**src/source/apb_subsys_settings.svh**
```systemverilog
/* Build-time settings of the APB subsystem: bus widths, slot map, FIFO depth and
   register offsets. Included by the package and by every module that needs a value */

`ifndef APB_SUBSYS_SETTINGS_SVH
`define APB_SUBSYS_SETTINGS_SVH

// --------------------
// Bus widths
`define APB_SUBSYS_HADDR_W        16  // AHB address bits
`define APB_SUBSYS_DATA_W         32  // AHB and APB data bits
`define APB_SUBSYS_SLOT_W         4   // Slot field HADDR[15:12]
`define APB_SUBSYS_POFS_W         10  // Word offset PADDR[11:2]

// --------------------
// Peripheral map
`define APB_SUBSYS_COMMFIFO_SLOT  3
`define APB_SUBSYS_FIFO_DEPTH     8   // Entries per byte queue
`define APB_SUBSYS_REG_DATA       0   // Word offsets inside the slot
`define APB_SUBSYS_REG_STATUS     1

`define APB_SUBSYS_BIG_ENDIAN     1   // 1 = big-endian processor bus

`endif

```
**src/source/apb_subsys_pkg.sv**
```systemverilog
/* Shared types of the APB subsystem. Modules pull them in with a wildcard import */

`default_nettype none

`include "apb_subsys_settings.svh"

package apb_subsys_pkg;

  typedef logic [`APB_SUBSYS_HADDR_W-1:0] haddr_t;     // AHB address
  typedef logic [`APB_SUBSYS_DATA_W-1:0]  bus_data_t;  // Bus word
  typedef logic [`APB_SUBSYS_SLOT_W-1:0]  slot_t;      // Peripheral slot number
  typedef logic [`APB_SUBSYS_POFS_W-1:0]  poffset_t;   // Word offset in a slot
  typedef logic [7:0]                     fifo_byte_t; // One queue entry
  typedef logic [1:0]                     swap_ctrl_t; // [1] half-words, [0] bytes

  // Bridge FSM, one AHB transfer at a time
  typedef enum logic [2:0] {
    st_idle, st_sample, st_setup, st_access, st_done, st_err1, st_err2
  } bridge_state_t;

endpackage

`default_nettype wire

```
**src/source/ahb_byte_lane_swap.sv**
```systemverilog
/* Byte-lane swap between a big-endian AHB master and the little-endian APB side.
   Swap control is captured with the address and held for the data phase */

`timescale 1ns/100ps
`default_nettype none

module ahb_byte_lane_swap
  import apb_subsys_pkg::*;
#(
  parameter int p_big_endian = 1
) (
  input  wire        i_hclk,
  input  wire        i_hresetn,
  input  wire        i_addr_valid, // Transfer accepted this cycle
  input  wire  [2:0] i_hsize,
  input  bus_data_t  i_hwdata,     // Write data from the master
  input  bus_data_t  i_rdata_le,   // Read data from the bridge
  output bus_data_t  o_wdata_le,
  output bus_data_t  o_hrdata
);

  localparam logic lc_big = (p_big_endian != 0);

  swap_ctrl_t ctrl_d;
  swap_ctrl_t ctrl_q; // Held for the whole data phase

  // Bytes within each half first, then the halves
  function automatic bus_data_t lane_swap(input bus_data_t d, input swap_ctrl_t c);
    bus_data_t b;
    b = c[0] ? {d[23:16], d[31:24], d[7:0], d[15:8]} : d;
    return c[1] ? {b[15:0], b[31:16]} : b;
  endfunction

  assign ctrl_d[1] = lc_big & (i_hsize == 3'b010);                        // Word
  assign ctrl_d[0] = lc_big & ((i_hsize == 3'b001) | (i_hsize == 3'b010)); // Half or word

  always_ff @(posedge i_hclk or negedge i_hresetn)
  begin
    if (!i_hresetn)
      ctrl_q <= '0;
    else if (i_addr_valid)
      ctrl_q <= ctrl_d;
  end

  assign o_wdata_le = lane_swap(i_hwdata, ctrl_q);
  assign o_hrdata   = lane_swap(i_rdata_le, ctrl_q); // Same mapping both ways

endmodule

`default_nettype wire

```
**src/source/ahb_apb_bridge.sv**
```systemverilog
/* AHB to APB bridge. Each accepted AHB transfer becomes one APB setup and access
   pair; AHB wait states cover the APB transfer and PSLVERR maps to an ERROR response */

`timescale 1ns/100ps
`default_nettype none

module ahb_apb_bridge
  import apb_subsys_pkg::*;
(
  input  wire        i_hclk,
  input  wire        i_hresetn,
  // AHB slave side
  input  wire        i_hsel,
  input  haddr_t     i_haddr,
  input  wire  [1:0] i_htrans,
  input  wire        i_hwrite,
  input  wire        i_hready,
  input  bus_data_t  i_hwdata,    // Already in little-endian lanes
  output logic       o_hreadyout,
  output bus_data_t  o_hrdata,
  output logic       o_hresp,
  output logic       o_addr_valid, // Acceptance strobe for the lane swap
  // APB master side
  output haddr_t     o_paddr,
  output logic       o_psel,
  output logic       o_penable,
  output logic       o_pwrite,
  output bus_data_t  o_pwdata,
  input  bus_data_t  i_prdata,
  input  wire        i_pready,
  input  wire        i_pslverr
);

  bridge_state_t state_q;
  bridge_state_t state_d;
  logic          accept;
  logic          apb_done; // Access cycle ends this clock
  haddr_t        addr_q;
  logic          write_q;
  bus_data_t     wdata_q;
  bus_data_t     rdata_q;

  // NONSEQ or SEQ with the bus ready
  assign accept   = i_hsel & i_htrans[1] & i_hready;
  assign apb_done = (state_q == st_access) & i_pready;

  // --------------------
  // FSM
  always_comb
  begin
    state_d = state_q;
    case (state_q)
      st_idle, st_done, st_err2: // Free to take the next address phase
      begin
        if (accept)
          state_d = st_sample;
        else
          state_d = st_idle;
      end
      st_sample: state_d = st_setup;   // HWDATA valid here
      st_setup:  state_d = st_access;
      st_access:
      begin
        if (i_pready)
          state_d = i_pslverr ? st_err1 : st_done;
      end
      st_err1:   state_d = st_err2;    // Two-cycle ERROR
      default:   state_d = st_idle;
    endcase
  end

  always_ff @(posedge i_hclk or negedge i_hresetn)
  begin
    if (!i_hresetn)
    begin
      state_q <= st_idle;
      addr_q  <= '0;
      write_q <= 1'b0;
    end
    else
    begin
      state_q <= state_d;
      if (accept && (state_q == st_idle || state_q == st_done || state_q == st_err2))
      begin
        addr_q  <= i_haddr;  // Address and direction of the new transfer
        write_q <= i_hwrite;
      end
    end
  end

  // --------------------
  // Data registers
  always_ff @(posedge i_hclk)
  begin
    if (state_q == st_sample)
      wdata_q <= i_hwdata;
    if (apb_done)
      rdata_q <= i_prdata;   // Presented in st_done
  end

  assign o_addr_valid = accept;
  assign o_hreadyout  = (state_q == st_idle) | (state_q == st_done) | (state_q == st_err2);
  assign o_hresp      = (state_q == st_err1) | (state_q == st_err2);
  assign o_hrdata     = rdata_q;

  assign o_paddr   = addr_q;
  assign o_psel    = (state_q == st_setup) | (state_q == st_access);
  assign o_penable = (state_q == st_access);
  assign o_pwrite  = write_q;
  assign o_pwdata  = wdata_q;

endmodule

`default_nettype wire

```
**src/source/apb_slave_mux.sv**
```systemverilog
/* APB slave multiplexer over sixteen slots decoded from address bits 15:12.
   Only the communication FIFO slot is populated; every other slot answers ERROR */

`timescale 1ns/100ps
`default_nettype none

`include "apb_subsys_settings.svh"

module apb_slave_mux
  import apb_subsys_pkg::*;
(
  input  haddr_t     i_paddr,
  input  wire        i_psel,
  // Communication FIFO slot
  output logic       o_comm_psel,
  input  bus_data_t  i_comm_prdata,
  input  wire        i_comm_pready,
  input  wire        i_comm_pslverr,
  // Back to the bridge
  output bus_data_t  o_prdata,
  output logic       o_pready,
  output logic       o_pslverr
);

  slot_t slot;
  logic  hit_comm;

  assign slot     = i_paddr[`APB_SUBSYS_HADDR_W-1 -: `APB_SUBSYS_SLOT_W];
  assign hit_comm = (slot == slot_t'(`APB_SUBSYS_COMMFIFO_SLOT));

  assign o_comm_psel = i_psel & hit_comm;

  // Empty slot: ready at once, error, zero data
  assign o_prdata  = hit_comm ? i_comm_prdata : '0;
  assign o_pready  = hit_comm ? i_comm_pready : 1'b1;
  assign o_pslverr = hit_comm ? i_comm_pslverr : 1'b1;

endmodule

`default_nettype wire

```
**src/source/sync_byte_fifo.sv**
```systemverilog
/* Single-clock byte FIFO, circular buffer with an entry count. The head entry
   is visible without a pop; an empty FIFO shows zero */

`timescale 1ns/100ps
`default_nettype none

module sync_byte_fifo
  import apb_subsys_pkg::*;
#(
  parameter int p_depth = 8
) (
  input  wire         i_hclk,
  input  wire         i_hresetn,
  input  wire         i_push,
  input  fifo_byte_t  i_data,
  input  wire         i_pop,
  output fifo_byte_t  o_head,  // Show-ahead
  output logic        o_full,
  output logic        o_empty
);

  localparam int lc_ptr_w = (p_depth > 1) ? $clog2(p_depth) : 1;
  localparam int lc_cnt_w = $clog2(p_depth + 1);

  fifo_byte_t            mem [p_depth];
  logic [lc_ptr_w-1:0]   wr_ptr;
  logic [lc_ptr_w-1:0]   rd_ptr;
  logic [lc_cnt_w-1:0]   count;
  logic                  do_push; // Push to full is dropped
  logic                  do_pop;  // Pop from empty is ignored

  assign do_push = i_push & ~o_full;
  assign do_pop  = i_pop & ~o_empty;

  always_ff @(posedge i_hclk or negedge i_hresetn)
  begin
    if (!i_hresetn)
    begin
      wr_ptr <= '0;
      rd_ptr <= '0;
      count  <= '0;
    end
    else
    begin
      if (do_push)
        wr_ptr <= (wr_ptr == lc_ptr_w'(p_depth - 1)) ? '0 : wr_ptr + 1'b1;
      if (do_pop)
        rd_ptr <= (rd_ptr == lc_ptr_w'(p_depth - 1)) ? '0 : rd_ptr + 1'b1;
      case ({do_push, do_pop})
        2'b10:   count <= count + 1'b1;
        2'b01:   count <= count - 1'b1;
        default: count <= count;  // Idle or push and pop together
      endcase
    end
  end

  // Storage
  always_ff @(posedge i_hclk)
  begin
    if (do_push)
      mem[wr_ptr] <= i_data;
  end

  assign o_full  = (count == lc_cnt_w'(p_depth));
  assign o_empty = (count == '0);
  assign o_head  = o_empty ? '0 : mem[rd_ptr];

endmodule

`default_nettype wire

```
**src/source/host_comm_fifo.sv**
```systemverilog
/* Host communication FIFO as an APB slave. DATA reads pop the host-to-device queue,
   DATA writes push the device-to-host queue; STATUS shows the queue levels */

`timescale 1ns/100ps
`default_nettype none

`include "apb_subsys_settings.svh"

module host_comm_fifo
  import apb_subsys_pkg::*;
(
  input  wire         i_hclk,
  input  wire         i_hresetn,
  // APB slave
  input  wire         i_psel,
  input  wire         i_penable,
  input  wire         i_pwrite,
  input  poffset_t    i_poffset,
  input  bus_data_t   i_pwdata,
  output bus_data_t   o_prdata,
  output logic        o_pready,
  output logic        o_pslverr,
  // Host side
  input  wire         i_h2d_write,
  input  fifo_byte_t  i_h2d_data,
  output logic        o_h2d_not_full,
  output logic        o_d2h_not_empty,
  input  wire         i_d2h_rd,
  output fifo_byte_t  o_d2h_data
);

  logic       access;     // APB access cycle
  logic       sel_data;
  logic       sel_status;
  logic       h2d_pop;
  logic       d2h_push;
  fifo_byte_t h2d_head;
  logic       h2d_full;
  logic       h2d_empty;
  logic       d2h_full;
  logic       d2h_empty;

  assign access     = i_psel & i_penable;
  assign sel_data   = (i_poffset == poffset_t'(`APB_SUBSYS_REG_DATA));
  assign sel_status = (i_poffset == poffset_t'(`APB_SUBSYS_REG_STATUS));

  assign h2d_pop  = access & ~i_pwrite & sel_data; // Read of DATA consumes the head
  assign d2h_push = access & i_pwrite & sel_data;

  // --------------------
  // Queues
  sync_byte_fifo #(.p_depth(`APB_SUBSYS_FIFO_DEPTH)) u_h2d (
    .i_hclk    (i_hclk),
    .i_hresetn (i_hresetn),
    .i_push    (i_h2d_write),
    .i_data    (i_h2d_data),
    .i_pop     (h2d_pop),
    .o_head    (h2d_head),
    .o_full    (h2d_full),
    .o_empty   (h2d_empty)
  );

  sync_byte_fifo #(.p_depth(`APB_SUBSYS_FIFO_DEPTH)) u_d2h (
    .i_hclk    (i_hclk),
    .i_hresetn (i_hresetn),
    .i_push    (d2h_push),
    .i_data    (i_pwdata[7:0]),  // Low byte only
    .i_pop     (i_d2h_rd),
    .o_head    (o_d2h_data),
    .o_full    (d2h_full),
    .o_empty   (d2h_empty)
  );

  // Read mux
  always_comb
  begin
    o_prdata = '0;
    if (sel_data)
      o_prdata[7:0] = h2d_head;
    else if (sel_status)
      o_prdata[1:0] = {~d2h_full, ~h2d_empty}; // [1] d2h room, [0] h2d data
  end

  assign o_pready  = 1'b1;                      // No wait states
  assign o_pslverr = ~(sel_data | sel_status);  // Unmapped offset

  assign o_h2d_not_full  = ~h2d_full;
  assign o_d2h_not_empty = ~d2h_empty;

endmodule

`default_nettype wire

```
**src/source/apb_subsys.sv**
```systemverilog
/* APB subsystem top level: lane swap, AHB to APB bridge, slot multiplexer and the
   host communication FIFO at slot 3, all on one clock */

`timescale 1ns/100ps
`default_nettype none

`include "apb_subsys_settings.svh"

module apb_subsys
  import apb_subsys_pkg::*;
#(
  parameter int p_big_endian = `APB_SUBSYS_BIG_ENDIAN
) (
  input  wire         i_hclk,
  input  wire         i_hresetn,
  // AHB slave port
  input  wire         i_hsel,
  input  haddr_t      i_haddr,
  input  wire  [1:0]  i_htrans,
  input  wire         i_hwrite,
  input  wire  [2:0]  i_hsize,
  input  wire         i_hready,
  input  bus_data_t   i_hwdata,
  output logic        o_hreadyout,
  output bus_data_t   o_hrdata,
  output logic        o_hresp,
  // Host port of the communication FIFO
  input  wire         i_h2d_write,
  input  fifo_byte_t  i_h2d_data,
  output logic        o_h2d_not_full,
  output logic        o_d2h_not_empty,
  input  wire         i_d2h_rd,
  output fifo_byte_t  o_d2h_data
);

  logic      addr_valid;
  bus_data_t hwdata_le;  // Little-endian write data
  bus_data_t hrdata_le;  // Little-endian read data

  // APB request
  haddr_t    paddr;
  logic      psel;
  logic      penable;
  logic      pwrite;
  bus_data_t pwdata;

  // --------------------
  // APB response
  bus_data_t prdata;
  logic      pready;
  logic      pslverr;
  logic      comm_psel;
  bus_data_t comm_prdata;
  logic      comm_pready;
  logic      comm_pslverr;

  ahb_byte_lane_swap #(.p_big_endian(p_big_endian)) u_swap (
    .i_hclk       (i_hclk),
    .i_hresetn    (i_hresetn),
    .i_addr_valid (addr_valid),
    .i_hsize      (i_hsize),
    .i_hwdata     (i_hwdata),
    .i_rdata_le   (hrdata_le),
    .o_wdata_le   (hwdata_le),
    .o_hrdata     (o_hrdata)
  );

  ahb_apb_bridge u_bridge (
    .i_hclk       (i_hclk),
    .i_hresetn    (i_hresetn),
    .i_hsel       (i_hsel),
    .i_haddr      (i_haddr),
    .i_htrans     (i_htrans),
    .i_hwrite     (i_hwrite),
    .i_hready     (i_hready),
    .i_hwdata     (hwdata_le),
    .o_hreadyout  (o_hreadyout),
    .o_hrdata     (hrdata_le),
    .o_hresp      (o_hresp),
    .o_addr_valid (addr_valid),
    .o_paddr      (paddr),
    .o_psel       (psel),
    .o_penable    (penable),
    .o_pwrite     (pwrite),
    .o_pwdata     (pwdata),
    .i_prdata     (prdata),
    .i_pready     (pready),
    .i_pslverr    (pslverr)
  );

  apb_slave_mux u_mux (
    .i_paddr        (paddr),
    .i_psel         (psel),
    .o_comm_psel    (comm_psel),
    .i_comm_prdata  (comm_prdata),
    .i_comm_pready  (comm_pready),
    .i_comm_pslverr (comm_pslverr),
    .o_prdata       (prdata),
    .o_pready       (pready),
    .o_pslverr      (pslverr)
  );

  host_comm_fifo u_commfifo (
    .i_hclk          (i_hclk),
    .i_hresetn       (i_hresetn),
    .i_psel          (comm_psel),
    .i_penable       (penable),
    .i_pwrite        (pwrite),
    .i_poffset       (paddr[`APB_SUBSYS_POFS_W+1:2]), // Word offset in slot
    .i_pwdata        (pwdata),
    .o_prdata        (comm_prdata),
    .o_pready        (comm_pready),
    .o_pslverr       (comm_pslverr),
    .i_h2d_write     (i_h2d_write),
    .i_h2d_data      (i_h2d_data),
    .o_h2d_not_full  (o_h2d_not_full),
    .o_d2h_not_empty (o_d2h_not_empty),
    .i_d2h_rd        (i_d2h_rd),
    .o_d2h_data      (o_d2h_data)
  );

endmodule

`default_nettype wire

```
**config.mk**
```make
export PLATFORM = sky130hd
export DESIGN_NAME = apb_subsys
export DESIGN_NICKNAME = d
export VERILOG_FILES = /design/src/source/apb_subsys_pkg.sv /design/src/source/ahb_byte_lane_swap.sv /design/src/source/ahb_apb_bridge.sv /design/src/source/apb_slave_mux.sv /design/src/source/sync_byte_fifo.sv /design/src/source/host_comm_fifo.sv /design/src/source/apb_subsys.sv
export VERILOG_INCLUDE_DIRS = /design/src /design/src/source
export SDC_FILE = /design/constraint.sdc
export NUM_CORES = 1
export LEC_CHECK = 0
export ABC_AREA = 1
export ABC_CLOCK_PERIOD_IN_PS = 5380
export BUFFER_PORTS_ARGS = -buffer_cell sky130_fd_sc_hd__buf_2
export CAP_MARGIN = 15
export CELL_PAD_IN_SITES_DETAIL_PLACEMENT = 0
export CELL_PAD_IN_SITES_GLOBAL_PLACEMENT = 1
export CORE_UTILIZATION = 48
export DETAILED_ROUTE_END_ITERATION = 8
export PLACE_DENSITY_LB_ADDON = 0.1
export SLEW_MARGIN = 20
export SYNTH_ARGS = -nofsm -noshare
export SYNTH_HDL_FRONTEND = slang
export SYNTH_SLANG_ARGS = --single-unit
```
**constraint.sdc**
```tcl
create_clock -name i_hclk -period 5.38 [get_ports i_hclk]
set_input_delay 1.076 -clock i_hclk [delete_from_list [all_inputs] [get_ports i_hclk]]
set_output_delay 1.076 -clock i_hclk [all_outputs]
set_load 0.05 [all_outputs]
```
==> reports/metrics.cfg <==
[detailed_routing]
drt-total-wl_mm=17.8
wl_met2_mm=9.50
wl_met1_mm=7.57
wl_per_cell_um=16.2
drtIter0Drc=384
drtPass1Iterations=4
topRoutingLayerUsed=met4
num_vias=5832
antenna_left=0
via_per_inst=5.29
drc=0
dr_wl_met3_um=533

[worst_setup_path]
cp_max_fo=35
critPathRequiredTime_ps=4300
startpoint_type=register
path_class=reg -> out
arrival_ps=2670
end_kind=primary output

[final_layout]
design_area_um2=9360
mostFrequentLayoutCells=edfxtp_1 (144), nor2_1 (137), nand2_1 (134), buf_2 (108), o21ai_0 (88)
nNetsFinal=951
num_antenna_cells=0
layout-drive-gt1-share_pct=17.6
syn_to_final_growth_pct=15.9
fill_cells=1414
layout_commonest_cell=edfxtp_1

[clock_tree]
htreeDepth=4
ctsResizeCount=0
hold_buffers=0
clkLatencyLatePin_ps=420
cts_tree=yes
cts_setup_buffers=0
clk_pin_slew_ps=70
numCtsBuffers=17
clock_path_buffers=2
clockRootBuffer=clkbuf_16
cts.sinks=184

[die]
die_area_um2=17400
dieWidth_um=132
die_height_um=132
io_pins=112
initial_core_util_pct=48.9
num_rows=47
core_area_um2=16500

[sta]
hold_viol=0
setup_viol=0
grt_setup_unrepaired=false
tightest_slew_ps=976
fmaxAchievable_mhz=267
slew_violations=0
post-route-min-period_ps=3740
max_slew_margin_pct=34.8
period_share_pct=69.6
fin_worst_skew_ps=9.18
hold_slack_ps=482
final.setup.tns_ps=0

[yosys]
async_reset_ff_share_pct=21.7
synth_edf_count=144
synth_nets=853
synth-xor-area-share_pct=0.759
synthAdderAreaFrac_pct=2.17
synth-compound-area-share_pct=9.54
synth_top_family_by_area=simple AND/OR/NAND/NOR gates
yosys.area_share.simple_pct=17.6
avgSynthCellArea_um2=10.5
synth_area_um2=8080
yosysWarnings=0
ys.flop_type=edfxtp_1
synth.distinct_cells=29
synthMuxAreaShare_pct=0
ys_seq_elements=184
seq_area_frac_synth_pct=65.9
synthCells=771

[power_and_ir_drop]
ir_drop_uv=377
p_leak_nw=3.83
powerDensity_nw_per_um2=485

[flow_run]
cap_viol_max_count=0

[global_route]
grt_max_degree=41
track_usage_pct=21.7
grt_overflow_total=0
grt_pass1_wl_mm=28.8
antenna_found_initial=0
first_global_vias=5740

[placed_design]
hpwl_mm=11.8
portBuffers=108
gp_congestion=0.760
post_dp_cell_area_um2=8780

[outcome]
outcome=completed

[min_path]
worst_hold_path_type=reg -> reg

metrics by stage:
stage          cells  worst slack [ps]  utilization (%)  total power [mW]
2_1_floorplan    771              2520                -              2.99
6_report        1102              1640             56.7              4.54
5_1_grt         1102              1390             56.7              4.82
3_3_place_gp    1070              2130             53.1              3.31
3_5_place_dp    1070              2080             53.1              3.36
4_1_cts         1102              1610             56.7              4.58
layer usage:
layer,vias up,track usage (%)
met1,2844,26.4
met2,111,39.2
met3,17,4.11
li1,2860,-
met5,-,0
met4,0,6.46
cell usage after synthesis, types with 3 or more instances:
cell,instances,area (µm²)
nand2_2,3,18.8
inv_1,46,173
o211ai_1,9,67.6
xor2_1,7,61.3
nand3_1,21,105
o21ai_0,88,440
edfxtp_1,144,4320
o22ai_1,29,181
dfrtp_1,40,1000
ha_1,14,175
buf_2,10,50.1
nand2_1,134,503
nor3_1,38,190
a21oi_1,13,65.1
nor2_1,137,514
clkbuf_1,21,78.8
final timing paths:
check                                      startpoint  depth (start not counted)  slack, ps                   endpoint
hold / removal                    u_bridge.o_paddr[7]                          2        480        u_bridge.o_paddr[7]
max in group asynchronous                   i_hresetn                          1       3990           u_swap.ctrl_q[1]
min in group asynchronous                   i_hresetn                          1        800  u_commfifo.u_h2d.count[1]
setup / recovery           u_commfifo.u_d2h.rd_ptr[0]                          7       1640              o_d2h_data[4]
hold reg to reg                   u_bridge.o_paddr[7]                          2        480        u_bridge.o_paddr[7]
setup reg to reg                  u_bridge.state_q[1]                         12       2840  u_commfifo.u_d2h.count[2]
worst max-delay path: stages, from the launching register on:
cell and delay (ps):
dfrtp_1 360, buf_4 230, inv_1 740, o21ai_0 160, o22ai_1 170, nor2_1 60
nor2_1 210, buf_2 300
cell families after synthesis:
logic type                 Yosys count
AOI/OAI and AO/OA                  141
xor gates and xnor gates             7
adders and majority gates           14
buffers and inverters               82
DFF                                184
and+or+nand+nor                    343
power by group:
part           internal [mW]  leakage, nW  switching [mW]
Sequential              1.80         1.81           0.190
Combinational          0.362         1.74           0.970
Clock                  0.659        0.281           0.554
Total                   2.82         3.83            1.71
final cells by class:
class	count	area (µm²)	share of cell area [%]
clock buffer	18	429	4.58
clock inverter	14	153	1.63
inverter	49	184	1.96
multi-input combinational	505	2430	25.9
sequential	184	5330	56.9
tap	220	275	2.94
timing repair buffer	112	571	6.09
registers in the layout, summed over array words and instances, names as in the netlist:
name / cells
u_commfifo.u_h2d.mem: 64
u_commfifo.u_d2h.rd_ptr: 3
u_bridge.o_hrdata: 8
u_bridge.o_pwrite: 1
u_commfifo.u_h2d.rd_ptr: 3
u_commfifo.u_h2d.count: 4
u_commfifo.u_d2h.wr_ptr: 3
u_bridge.state_q: 3
u_commfifo.u_d2h.mem: 64
u_bridge.o_paddr: 14
u_bridge.o_pwdata: 8
u_commfifo.u_d2h.count: 4
u_commfifo.u_h2d.wr_ptr: 3
u_swap.ctrl_q: 2
No activity file was read; power rests on OpenSTA's default activity.
